[src/hw/ls_isa_pkg.sv]
`default_nettype none

package ls_isa_pkg;

    // Load/store funct3 field
    typedef enum logic [2:0] {
        LS_B = 3'd0,
        LS_H = 3'd1,
        LS_W = 3'd2,
        L_BU = 3'd4,
        L_HU = 3'd5
    } ls_fn3_t;

    typedef enum logic [1:0] {
        OP_LOAD  = 2'd0,
        OP_STORE = 2'd1,
        OP_FENCE = 2'd2
    } ls_op_t;

    // mcause values for the two alignment traps
    typedef enum logic [4:0] {
        LOAD_ADDR_MISALIGNED      = 5'd4,
        STORE_AMO_ADDR_MISALIGNED = 5'd6
    } ls_exc_code_t;

endpackage

`default_nettype wire

[src/hw/lsu_config_pkg.sv]
`default_nettype none

package lsu_config_pkg;

    ////////////////////
    // Address map
    localparam logic [31:0] LOCAL_MEM_BASE = 32'h0000_0000;
    localparam int LOCAL_MEM_WORDS = 256;
    localparam int LOCAL_ADDR_W = $clog2(LOCAL_MEM_WORDS) + 2;

    localparam logic [31:0] PBUS_BASE = 32'h8000_0000;
    localparam int PBUS_REGS = 16;
    localparam int PBUS_ADDR_W = $clog2(PBUS_REGS) + 2;

    ////////////////////
    // Sub-units and load tracking
    localparam int ID_W = 4;
    localparam int NUM_SUB_UNITS = 2;
    localparam int SUB_UNIT_W = $clog2(NUM_SUB_UNITS);
    localparam int LOCAL_UNIT = 0;
    localparam int PBUS_UNIT = 1;

    localparam int LOCAL_RD_LATENCY = 1;
    localparam int PBUS_RD_LATENCY = 2;
    // One slot per cycle of the slowest unit
    localparam int ATTR_DEPTH = (PBUS_RD_LATENCY > LOCAL_RD_LATENCY) ?
                                PBUS_RD_LATENCY : LOCAL_RD_LATENCY;

    // {id, fn3, byte offset, subunit index}
    localparam int ATTR_W = ID_W + 3 + 2 + SUB_UNIT_W;

endpackage

`default_nettype wire

[src/hw/ls_address_stage.sv]
`timescale 1ns/1ps
`default_nettype none

module ls_address_stage
    import ls_isa_pkg::*;
    import lsu_config_pkg::*;
(
    input  wire                clk,
    input  wire                rst,
    input  wire                new_request,
    input  wire ls_op_t        op,
    input  wire ls_fn3_t       fn3,
    input  wire [31:0]         rs1,
    input  wire [11:0]         offset,
    input  wire [31:0]         rs2,
    input  wire [ID_W-1:0]     id,
    input  wire                req_accept,
    input  wire                exc_ack,
    input  wire                load_store_idle,
    output logic               issue_ready,
    output logic               req_valid,
    output logic [31:0]        req_addr,
    output ls_op_t             req_op,
    output ls_fn3_t            req_fn3,
    output logic [3:0]         req_be,
    output logic [31:0]        req_data,
    output logic [ID_W-1:0]    req_id,
    output logic               exc_valid,
    output ls_exc_code_t       exc_code,
    output logic [31:0]        exc_tval,
    output logic [ID_W-1:0]    exc_id,
    output logic               exc_load_done
);

    logic [31:0] eff_addr;
    logic        misaligned;
    logic [3:0]  be;
    logic        issue;
    logic        load_req;
    logic        new_exception;
    logic        fence_hold;

    assign eff_addr = rs1 + {{20{offset[11]}}, offset};

    always_comb begin
        case (fn3)
            LS_H, L_HU: misaligned = eff_addr[0];
            LS_W:       misaligned = |eff_addr[1:0];
            default:    misaligned = 1'b0;
        endcase
    end

    // Byte lanes follow the low address bits
    always_comb begin
        case (fn3[1:0])
            2'b00:   be = 4'b0001 << eff_addr[1:0];
            2'b01:   be = 4'b0011 << {eff_addr[1], 1'b0};
            default: be = 4'b1111;
        endcase
    end

    ////////////////////
    // Issue and request register
    assign issue_ready = ~fence_hold & ~exc_valid & (~req_valid | req_accept);
    assign issue = new_request & issue_ready;
    assign load_req = issue & (op != OP_FENCE) & ~misaligned;
    assign new_exception = issue & (op != OP_FENCE) & misaligned;

    always_ff @(posedge clk) begin
        if (rst) begin
            req_valid <= 1'b0;
        end else if (load_req) begin
            req_valid <= 1'b1;
        end else if (req_accept) begin
            req_valid <= 1'b0;
        end
    end

    always_ff @(posedge clk) begin
        if (load_req) begin
            req_addr <= eff_addr;
            req_op   <= op;
            req_fn3  <= fn3;
            req_be   <= be;
            req_data <= rs2 << {eff_addr[1:0], 3'b000};
            req_id   <= id;
        end
    end

    ////////////////////
    // Exception record and fence
    always_ff @(posedge clk) begin
        if (rst) begin
            exc_valid     <= 1'b0;
            exc_load_done <= 1'b0;
            fence_hold    <= 1'b0;
        end else begin
            exc_valid     <= (exc_valid & ~exc_ack) | new_exception;
            exc_load_done <= exc_valid & exc_ack & (exc_code == LOAD_ADDR_MISALIGNED);
            fence_hold    <= (fence_hold & ~load_store_idle) | (issue & (op == OP_FENCE));
        end
    end

    always_ff @(posedge clk) begin
        if (new_exception) begin
            exc_code <= (op == OP_STORE) ? STORE_AMO_ADDR_MISALIGNED : LOAD_ADDR_MISALIGNED;
            exc_tval <= eff_addr;
            exc_id   <= id;
        end
    end

endmodule

`default_nettype wire

[config.mk]
export PLATFORM = sky130hd
export DESIGN_NAME = ls_address_stage
export DESIGN_NICKNAME = d
export VERILOG_FILES = /design/src/hw/ls_isa_pkg.sv /design/src/hw/lsu_config_pkg.sv /design/src/hw/ls_address_stage.sv
export SDC_FILE = /design/constraint.sdc
export NUM_CORES = 1
export LEC_CHECK = 0
export BUFFER_PORTS_ARGS = -buffer_cell sky130_fd_sc_hd__clkbuf_2
export CORE_UTILIZATION = 50
export DETAILED_ROUTE_END_ITERATION = 10
export PLACE_DENSITY = 0.82
export SLEW_MARGIN = 0
export SYNTH_ARGS = -nofsm -noshare
export SYNTH_HDL_FRONTEND = slang
export SYNTH_SLANG_ARGS = --single-unit
export TNS_END_PERCENT = 30
[constraint.sdc]
create_clock -name clk -period 16.2 [get_ports clk]
set_input_delay 2.43 -clock clk [delete_from_list [all_inputs] [get_ports clk]]
set_output_delay 2.43 -clock clk [all_outputs]
set_load 0.02 [all_outputs]
# == Yosys cells after proc, flatten, opt, wreduce, memory -nomap -nowiden ==
# Cells that the tools add are included.
# totals
regBits,122
inputBits,91
out_inout_bits,122
wordCells,54
# classes
add_sub_neg,1
n_eq_ne,8
n_shift,3
muxes,5
n_bitwise,20
reduce_logical,4
# ops
cell,n
$add A32 B32 Y32,1
$shl A32 B5 Y32,1
$and A1 B1 Y1,11
$pmux W4 S2,1
$not A1 Y1,6
$eq A5 B3 Y1 const B,1
$eq A2 B1 Y1 const B,2
$reduce_or A2 Y1,2
$shl A1 B2 Y4 const A,1
$shl A2 B2 Y4 const A,1
$eq A3 B1 Y1 const B,1
$eq A3 B2 Y1 const B,1
$eq A3 B3 Y1 const B,1
$or A1 B1 Y1,3
$eq A2 B2 Y1 const B,1
$logic_not A2 Y1,1
$mux W1,2
$mux W2,1
$ne A2 B2 Y1 const B,1
$pmux W1 S2,1
$reduce_bool A2 Y1,1

# == Longest topological paths before layout ==
# Gate-level depths: netlist of run 1.
# logic_depth
depth_word,7
ltp_mapped,10
ltp_nobuf,10

# == Worst setup path after synthesis of run 1 ==
# No wires, ideal clock.
# synth_path
kind,input to register
startpoint,input port offset[0]
endpoint,"register req_addr[0], enable pin"
setup_ps,515
arrival_ps,6937
required_time_ps,15685
setup_slack_ps,8749
cell_stages,8
path_buffers,0
cell_sequence,ha_1 inv_1 fa_1 inv_2 nor2_1 or4b_1 nand2_1 nor2_1
# synth_between
elab_chain_cells,5
# synth_lines
element,line_no,text
start: declaration,ls_address_stage.sv:14,"input wire [11:0] offset,"
$add A32 B32 Y32 (*),ls_address_stage.sv:43,"assign eff_addr = rs1 + {{20{offset[11]}}, offset};"
$reduce_or A2 Y1,ls_address_stage.sv:48,LS_W: misaligned = |eff_addr[1:0];
$pmux W1 S2 (*),ls_address_stage.sv:46,case (fn3)
$not A1 Y1 (*),ls_address_stage.sv:66,assign load_req = issue & (op != OP_FENCE) & ~misaligned;
$and A1 B1 Y1 (*),ls_address_stage.sv:66,
via load_req,ls_address_stage.sv:39,logic load_req;
end signal: assignment,ls_address_stage.sv:81,req_addr <= eff_addr;
end: declaration,ls_address_stage.sv:22,"output logic [31:0] req_addr,"
# The timed path passes the listed nets; every way through them passes the cells marked *.
# A chain may end at the register's enable or synchronous reset.

# == Worst setup path in the final report of run 1 ==
# layout_path
startpoint,input port offset[0]
endpoint,"register exc_tval[4], enable pin"
# layout_between
elab_chain_cells,4
# layout_lines
element,line_no,text
$add A32 B32 Y32 (*),ls_address_stage.sv:43,
$reduce_or A2 Y1,ls_address_stage.sv:48,
$pmux W1 S2 (*),ls_address_stage.sv:46,
$and A1 B1 Y1 (*),ls_address_stage.sv:67,assign new_exception = issue & (op != OP_FENCE) & misaligned;
via new_exception,ls_address_stage.sv:40,logic new_exception;
end signal: assignment,ls_address_stage.sv:107,exc_tval <= eff_addr;
end: declaration,ls_address_stage.sv:30,"output logic [31:0] exc_tval,"
# Marks and branches as above.

==> results.toml, run 1 <==
[global_route]
grt_use_total_pct = 24.3
grt_pass1_vias = 4313
grt_max_degree = 56
overflow = 0
grt_pass1_wl_mm = 21.4
antenna_found_initial = 0

[synthesis]
synth-main-ff-cell = "edfxtp_1"
yosysMostFrequentCell = "edfxtp_1"
synth_seq_cells = 118
synthDistinctLibCells = 54
ys_seq_area_share_pct = 59.9
ys_warn_count = 0
syn_area_um2 = 5850
syn_inst = 458
synth_top_area_cell = "edfxtp_1"
syn-mean-instance-area_um2 = 12.8
synth_common_cells = "edfxtp_1 (114), a21oi_1 (33), ha_1 (31)"
ys_async_sr_fraction_pct = 0
synthTopCellsByArea = "edfxtp_1 (59%), ha_1 (6.6%), xnor2_1 (3.1%)"
synth_edf_count = 114
yosysTopAreaCellShare_pct = 58.5

[power]
seq_power_share_pct = 40.6
p_int_uw = 692
power.leakage_uw = 0.00327
power_switching_share_pct = 26.6
ir_drop_mv = 0.0842
combPwrFrac_pct = 18.8
p_switching_uw = 251
clockPowerShare_pct = 40.6
power_density_nw_per_um2 = 124

[critical_path]
arrival_ns = 5.61
start_kind = "primary input"
critPathRequiredTime_ns = 16.22
end_kind = "register"
reg2reg_from = "req_valid"
timing.critical_path.from = "offset[0]"
path_max_fanout = 38
path_class = "primary input to register"

[timing]
worst_hold_slack_ns = 0.475
setup_viol = 0
finalCritPeriodShare_pct = 34.5
finClkSkew_ns = 0.00793
tns_ns = 0
fin_crit_ns = 5.59
drv_slew = 0
hold_violations = 0
rsz0062_at_grt = "no"
slew_headroom_pct = 23.2
max_freq_mhz = 179
worstMarginPinSlew_ns = 1.15

[drt]
wl_per_cell_um = 17.4
vias = 4570
drt-total-wl_mm = 14.4
drtIter0Drc = 368
drc_errors = 0
vias_per_cell = 5.53
ant_nets = 0
dr.pass1.iters = 5

[run_status]
status = "completed"

[floorplanning]
io_pins = 213
rows = 39
dieArea_um2 = 12100
coreArea_um2 = 11400
die_x_um = 110
start_util_pct = 51.2
die_h_um = 110

[clocking]
ctsHoldBuffers = 0
cts_setup_buffers = 0
insertion_delay_ns = 0.40
cts_buffers = 17
clk_pin_slew_ns = 0.05
root_buffer = "clkbuf_16"
cts_buffer_depth = 2
cts_resized = 0
htree_levels = 4
cts_tree = "yes"
clock-sinks = 118

[place]
dpl.hpwl_mm = 10.6
gp_congestion = 0.906
io_buffer_count = 208

[finish]
n_antenna_cell = 0
nets = 794
area_delta_synth_final_pct = 30.2
drive_gt1_share_pct = 36.8

[flow_run]
maxCapViolCount = 0

[min_path]
hold_path_class = "register to register"
hp-start = "exc_code[1]"
[sequential cells by signal (all words and copies together), names as in the netlist]
| register | cells |
|---|---|
| exc_code | 1 |
| req_fn3 | 3 |
| exc_tval | 32 |
| exc_load_done | 1 |
| req_addr | 32 |
| fence_hold | 1 |
| exc_id | 4 |
| req_valid | 1 |
| req_data | 32 |
| exc_valid | 1 |
| req_be | 4 |
| req_id | 4 |
| req_op | 2 |
[through the flow]
step | total power [µW] | std cells | worst slack, ns | area, µm² | util, %
finish | 943 | 827 | 10.61 | 7610 | 66.7
global placement | 559 | 795 | 10.24 | 7000 | 61.3
detailed placement | 565 | 795 | 10.17 | 7000 | 61.3
global route | 981 | 827 | 10.38 | 7610 | 66.7
floorplan | 507 | 460 | 8.75 | 5860 | -
CTS | 949 | 827 | 10.59 | 7610 | 66.7
[layout by cell type, fill, tap and decap left out, types with 4 or more instances in the layout]
master	synthesis	layout
conb_1	2	4
clkbuf_16	0	17
a211oi_1	10	10
xnor2_1	21	21
a21oi_1	33	33
dfxtp_1	4	4
bufinv_16	0	4
a21o_1	11	11
o21ai_1	7	7
inv_1	10	10
a31oi_1	7	7
ha_1	31	31
nor2b_1	14	13
nand2_1	30	30
nand2b_1	4	4
xor2_1	7	7
o21a_1	6	6
and2_1	9	9
mux2i_1	16	16
o21ai_0	16	16
nor2_1	25	24
nand4_1	4	4
nor3_1	5	5
clkbuf_2	0	208
edfxtp_1	114	114
nand3_1	8	8
o21bai_1	7	7
[layout make-up]
class	count	area, µm²
clock buffers	18	429
inverters	11	41.3
fillers	862	3800
well taps	143	179
clock inverters	14	184
multi-input cells	313	2220
repair buffers	210	1060
flip-flops and latches	118	3500
[logic make-up after synthesis]
logic type / after synthesis / synth area share (%)
simple gates: 111 / 9.50
mux: 16 / 2.74
other cells: 2 / 0.128
xor+xnor: 28 / 4.19
flops: 118 / 59.9
fa+ha+maj: 32 / 6.97
compound gates: 122 / 14.1
buf+inv: 29 / 2.48
[per-layer routing]
layer / part of all wire, % / GRT usage (%) / wire length [µm]
met2: 51 / 41.9 / 7380
met5: 0 / 0 / 0
met3: 6.4 / 6.35 / 913
met4: 2.9 / 11.5 / 422
met1: 39 / 28.4 / 5640
[path summary, 6_finish.rpt]
kind	to	slack, ns	depth (start not counted)
setup / recovery	exc_tval[4]	10.61	9
hold / removal	exc_load_done	0.47	1
setup reg to reg	req_addr[22]	13.47	5
hold reg to reg	exc_load_done	0.47	1
[critical path: stages]
cell	delay, ns
clkbuf_2	0.08
ha_1	0.19
inv_1	0.07
fa_1	0.50
inv_2	0.47
nor2_1	0.25
or4b_1	0.51
nand2_1	0.13
nor2b_4	0.94
[power by group through the flow]
stage               Clock [µW]  Combinational (µW)  Sequential, µW
floorplan                    0                91.1             416
global placement             0                 172             387
detailed placement           0                 177             388
CTS                        388                 178             382
global route               403                 194             384
finish                     383                 178             382
(Power assumes the default switching activity.)
==> inputs of run 2 (changes only) <==
--- a/config.mk
+++ b/config.mk
@@ -5,10 +5,11 @@
 export SDC_FILE = /design/constraint.sdc
 export NUM_CORES = 1
 export LEC_CHECK = 0
+export ABC_AREA = 1
 export BUFFER_PORTS_ARGS = -buffer_cell sky130_fd_sc_hd__clkbuf_2
 export CORE_UTILIZATION = 50
 export DETAILED_ROUTE_END_ITERATION = 10
-export PLACE_DENSITY = 0.82
+export PLACE_DENSITY = 0.8
 export SLEW_MARGIN = 0
 export SYNTH_ARGS = -nofsm -noshare
 export SYNTH_HDL_FRONTEND = slang
==> constraint.sdc (replaced) <==
create_clock -name clk -period 5.74 [get_ports clk]
set_input_delay 0.861 -clock clk [delete_from_list [all_inputs] [get_ports clk]]
set_output_delay 0.861 -clock clk [all_outputs]
set_load 0.02 [all_outputs]
==> results.toml, run 2 <==
[run_status]
status = "completed"

[min_path]
hold_path_depth = 1
hold_end = "exc_load_done"
hp-start = "exc_code[1]"
hold_path_class = "register to register"

[critical_path]
path_class = "primary input to register"
r2r_slack_ns = 3.53
slowest_delay_ns = 0.48
cpMostUsedCell = "buf_4"
slowest_stage = "fa_1"
arrival_ns = 3.51
path_cells = "clkbuf_2, ha_1, inv_1, fa_1, buf_4, nand2_2, nor3b_1, a21oi_1, nand2_1, clkinv_2, buf_4"
path_max_fanout = 36
reg2reg_from = "req_valid"
cp_num_buf_inv = 5
reg2regPathDepth = 8
end_kind = "register"
crit_family = "buffers and inverters"
critPathRequiredTime_ns = 5.81
start_kind = "primary input"
worstReg2RegEnd = "req_data[3]"

[clocking]
ctsHoldBuffers = 0
clk_pin_slew_ns = 0.05
root_buffer = "clkbuf_16"
insertion_delay_ns = 0.42
cts_resized = 0
clock-sinks = 118
cts_tree = "yes"
cts_buffer_depth = 2
cts_buffers = 17
cts_setup_buffers = 0
htree_levels = 4

[finish]
n_antenna_cell = 0
design_area_um2 = 8370
instances_no_fill = 1171
final_common_cell = "nand2_1"
reg_top3 = "exc_tval: 32 flops, req_addr: 32 flops, req_data: 32 flops"
nFillCells = 1040
drive_gt1_share_pct = 25.5
final_cell_mix = "nand2_1 (258), clkbuf_2 (208), inv_1 (142)"
nets = 1109
area_delta_synth_final_pct = 27.9

[synthesis]
synthTopCellsByArea = "edfxtp_1 (52%), nand2_1 (15%), inv_1 (8.3%)"
synth-main-ff-cell = "edfxtp_1"
yosysTopAreaCellShare_pct = 52.3
synth_common_cells = "nand2_1 (258), inv_1 (144), edfxtp_1 (114)"
yosys.area_share.simple_pct = 23.5
ys_async_sr_fraction_pct = 0
syn-mean-instance-area_um2 = 8.57
synthDistinctLibCells = 30
synth_xor_area_share_pct = 2.01
ys_warn_count = 0
synth_mux_area_share_pct = 0
synth_top_area_cell = "edfxtp_1"
syn_area_um2 = 6550
synth-adder-area-share_pct = 6.23
syn_inst = 764
synth_compound_area_share_pct = 5.33
ys_seq_area_share_pct = 53.5
synth_top_family_by_area = "simple AND/OR/NAND/NOR gates"
synth_edf_count = 114
synth_seq_cells = 118
yosysMostFrequentCell = "nand2_1"

[timing]
max_freq_mhz = 290
worstMarginPinSlew_ns = 0.539
rsz0062_at_grt = "no"
fin_crit_ns = 3.45
finClkSkew_ns = 0.00662
setup_viol = 0
slew_headroom_pct = 63.9
drv_slew = 0
tns_ns = 0
hold_violations = 0
finalCritPeriodShare_pct = 60.0
worst_hold_slack_ns = 0.453

[power]
power_uw = 2660
ir_drop_mv = 0.134
power.leakage_uw = 0.00433
power_density_nw_per_um2 = 317

[floorplanning]
die_h_um = 116
io_pins = 213
die_x_um = 116
dieArea_um2 = 13600
start_util_pct = 51.7
rows = 41
coreArea_um2 = 12700

[flow_run]
maxCapViolCount = 0

[drt]
drt-total-wl_mm = 16.2
dr.pass1.iters = 5
vias_per_cell = 4.92
vias = 5756
drtIter0Drc = 457
drc_errors = 0
ant_nets = 0
wl_per_cell_um = 13.8

[place]
io_buffer_count = 208
gp_congestion = 0.873
numPlacedInstances = 1139
dpl-instance-area_um2 = 7790
dpl.hpwl_mm = 12.5

[global_route]
grt_pass1_vias = 5260
grt_pass1_wl_mm = 24.7
grt_max_degree = 38
antenna_found_initial = 0
grt_use_total_pct = 24.9
overflow = 0
==> run 2: kinds of logic after synthesis <==
kind of cell,count (synthesis)
compound gates,57
xor+xnor,15
fa+ha+maj,32
buf+inv,157
flops,118
other cells,2
simple gates,383
==> run 2: per-stage QoR <==
stage          setup WS (ns)  utilization, %
2_1_floorplan           1.75               -
3_3_place_gp            1.90            61.4
3_5_place_dp            1.87            61.4
4_1_cts                 2.30            66.1
5_1_grt                 2.04            66.1
6_report                2.29            66.1
==> run 2: where the power goes <==
group | internal [µW] | switching [µW] | total (µW)
sequential | 1050 | 19.9 | 1070
combinational | 171 | 372 | 543
clock | 651 | 392 | 1040
==> run 2: cell type report <==
cell class | count | area, µm² | share of cell area, %
Timing Repair Buffer | 213 | 1080 | 12.9
Sequential cell | 118 | 3500 | 41.8
Clock buffer | 18 | 439 | 5.24
Multi-Input combinational cell | 491 | 2440 | 29.2
Tap cell | 172 | 215 | 2.57
Clock inverter | 14 | 149 | 1.78
Inverter | 145 | 546 | 6.51
==> run 2: how the worst max path moves through the flow <==
stage                    from            to  cells after the start
finish              offset[0]   req_data[3]                     11
global route        offset[0]   req_data[9]                     11
CTS                 offset[0]   req_data[3]                     11
floorplan           offset[0]   req_addr[0]                      8
global placement    offset[0]  req_data[11]                     11
detailed placement  offset[0]  req_data[11]                     11
==> run 2: layer usage <==
layer  wire, µm  part of all wire, %  vias to the layer above  global-route usage, %
met5          0                    0                        -                      0
met4        340                  2.1                        0                   10.6
met3       1170                  7.2                       25                   5.81
met2       7840                   48                      247                   43.3
met1       6840                   42                     2586                   29.4
li1           -                    -                     2898                      -
==> run 2: worst register-to-register path, stage by stage (launching register included) <==
cell	delay, ns
dfxtp_1	0.31
inv_1	0.05
nor2_1	0.06
nor3_2	0.18
nand2_1	0.07
a21oi_1	0.26
nand2_1	0.11
clkinv_2	0.33
buf_4	0.48
==> inputs of run 3 (changes only) <==
==> constraint.sdc (replaced) <==
create_clock -name clk -period 3.5 [get_ports clk]
set_input_delay 0.525 -clock clk [delete_from_list [all_inputs] [get_ports clk]]
set_output_delay 0.525 -clock clk [all_outputs]
set_load 0.02 [all_outputs]
==> results.toml, run 3 (same netlist as run 2, synthesis figures left out) <==
[run_status]
status = "completed"

[critical_path]
path_class = "primary input to register"
arrival_ns = 2.59
start_kind = "primary input"
end_kind = "register"
path_max_fanout = 26
critPathRequiredTime_ns = 3.57

[drt]
dr.pass1.iters = 5
vias = 5747
vias_per_cell = 4.90
drtIter0Drc = 565
drc_errors = 0
wl_per_cell_um = 13.8
drt-total-wl_mm = 16.2
ant_nets = 0

[floorplanning]
io_pins = 213
dieArea_um2 = 13600
coreArea_um2 = 12700
die_h_um = 116
rows = 41
start_util_pct = 51.7
die_x_um = 116

[finish]
n_antenna_cell = 0
drive_gt1_share_pct = 25.4
seq_area_um2 = 3500
reg_top3 = "exc_tval: 32 flops, req_addr: 32 flops, req_data: 32 flops"
multiInputGateArea_um2 = 2440
final_common_cell = "nand2_1"
nets = 1110
final_cell_mix = "nand2_1 (258), clkbuf_2 (208), inv_1 (143)"
fin_util_pct = 66.1
area_delta_synth_final_pct = 27.9
nFillCells = 1005

[clocking]
clock-sinks = 118
cts_buffer_depth = 2
ctsHoldBuffers = 0
htree_levels = 4
cts_buffers = 17
cts_resized = 0
insertion_delay_ns = 0.40
cts_setup_buffers = 0
root_buffer = "clkbuf_16"
clk_pin_slew_ns = 0.05
cts_tree = "yes"

[flow_run]
maxCapViolCount = 0

[global_route]
overflow = 0
grt_pass1_wl_mm = 25.0
grt_use_total_pct = 24.7
grt_pass1_vias = 5322
grt_max_degree = 53
antenna_found_initial = 0

[timing]
finClkSkew_ns = 0.00555
setup_slack_ns = 0.980
slew_headroom_pct = 58.7
rsz0062_at_grt = "no"
drv_slew = 0
worstMarginPinSlew_ns = 0.617
setup_viol = 0
max_freq_mhz = 397
finalCritPeriodShare_pct = 72.0
worst_hold_slack_ns = 0.313
tns_ns = 0
fin_crit_ns = 2.52
hold_violations = 0

[power]
ir_drop_mv = 0.318
power.leakage_uw = 0.00434
power_density_nw_per_um2 = 512
power_uw = 4290

[place]
dpl.hpwl_mm = 12.7
io_buffer_count = 208
gp_congestion = 0.890
pre_cts_ws_ns = 0.576

[min_path]
hold_path_class = "primary input to register"
## run 3: cell count changes in the layout (fill, tap and decap cells not counted), sizes merged
cell      delta
clkbuf       +1
buf          +1
clkinvlp     -1
## run 3: worst max-delay path, stage by stage
cell        delay (ns)
clkbuf_2          0.08
ha_1              0.19
inv_1             0.07
fa_1              0.52
nand2_2           0.22
nor3b_1           0.23
a21oi_1           0.16
nand2_1           0.12
clkinvlp_4        0.12
buf_4             0.33
## run 3: final cells by class
cell class                      instances  share of cell area (%)
Multi-Input combinational cell        491                    29.2
Tap cell                              172                    2.57
Sequential cell                       118                    41.8
Inverter                              145                    6.55
Timing Repair Buffer                  214                    13.1
Clock buffer                           19                    5.17
Clock inverter                         13                    1.57
## run 3: per-stage QoR
step	std cells	area, µm²
2_1_floorplan	766	6560
3_3_place_gp	1140	7810
3_5_place_dp	1140	7810
4_1_cts	1172	8370
5_1_grt	1172	8370
6_report	1172	8370
## run 3: power by group
group	leakage (µW)	switching (µW)	internal [µW]
clock	0.000277	595	1040
sequential	0.00110	31.2	1720
combinational	0.00296	613	285
total	0.00434	1240	3050
## run 3: per-layer routing
layer  GRT usage (%)  part of all wire, %  up-vias
li1                -                    -     2897
met3            6.12                  7.7       29
met1            29.7                   42     2573
met2            43.2                   49      248
met5               0                    0        -
met4            8.46                  1.8        0
## run 3: path summary, 6_finish.rpt
kind | start | to | slack [ns] | cells after the start
hold / removal | id[3] | exc_id[3] | 0.31 | 1
setup / recovery | offset[0] | req_addr[10] | 0.98 | 10
setup reg to reg | req_valid | req_addr[10] | 1.63 | 8
hold reg to reg | exc_code[1] | exc_load_done | 0.45 | 1
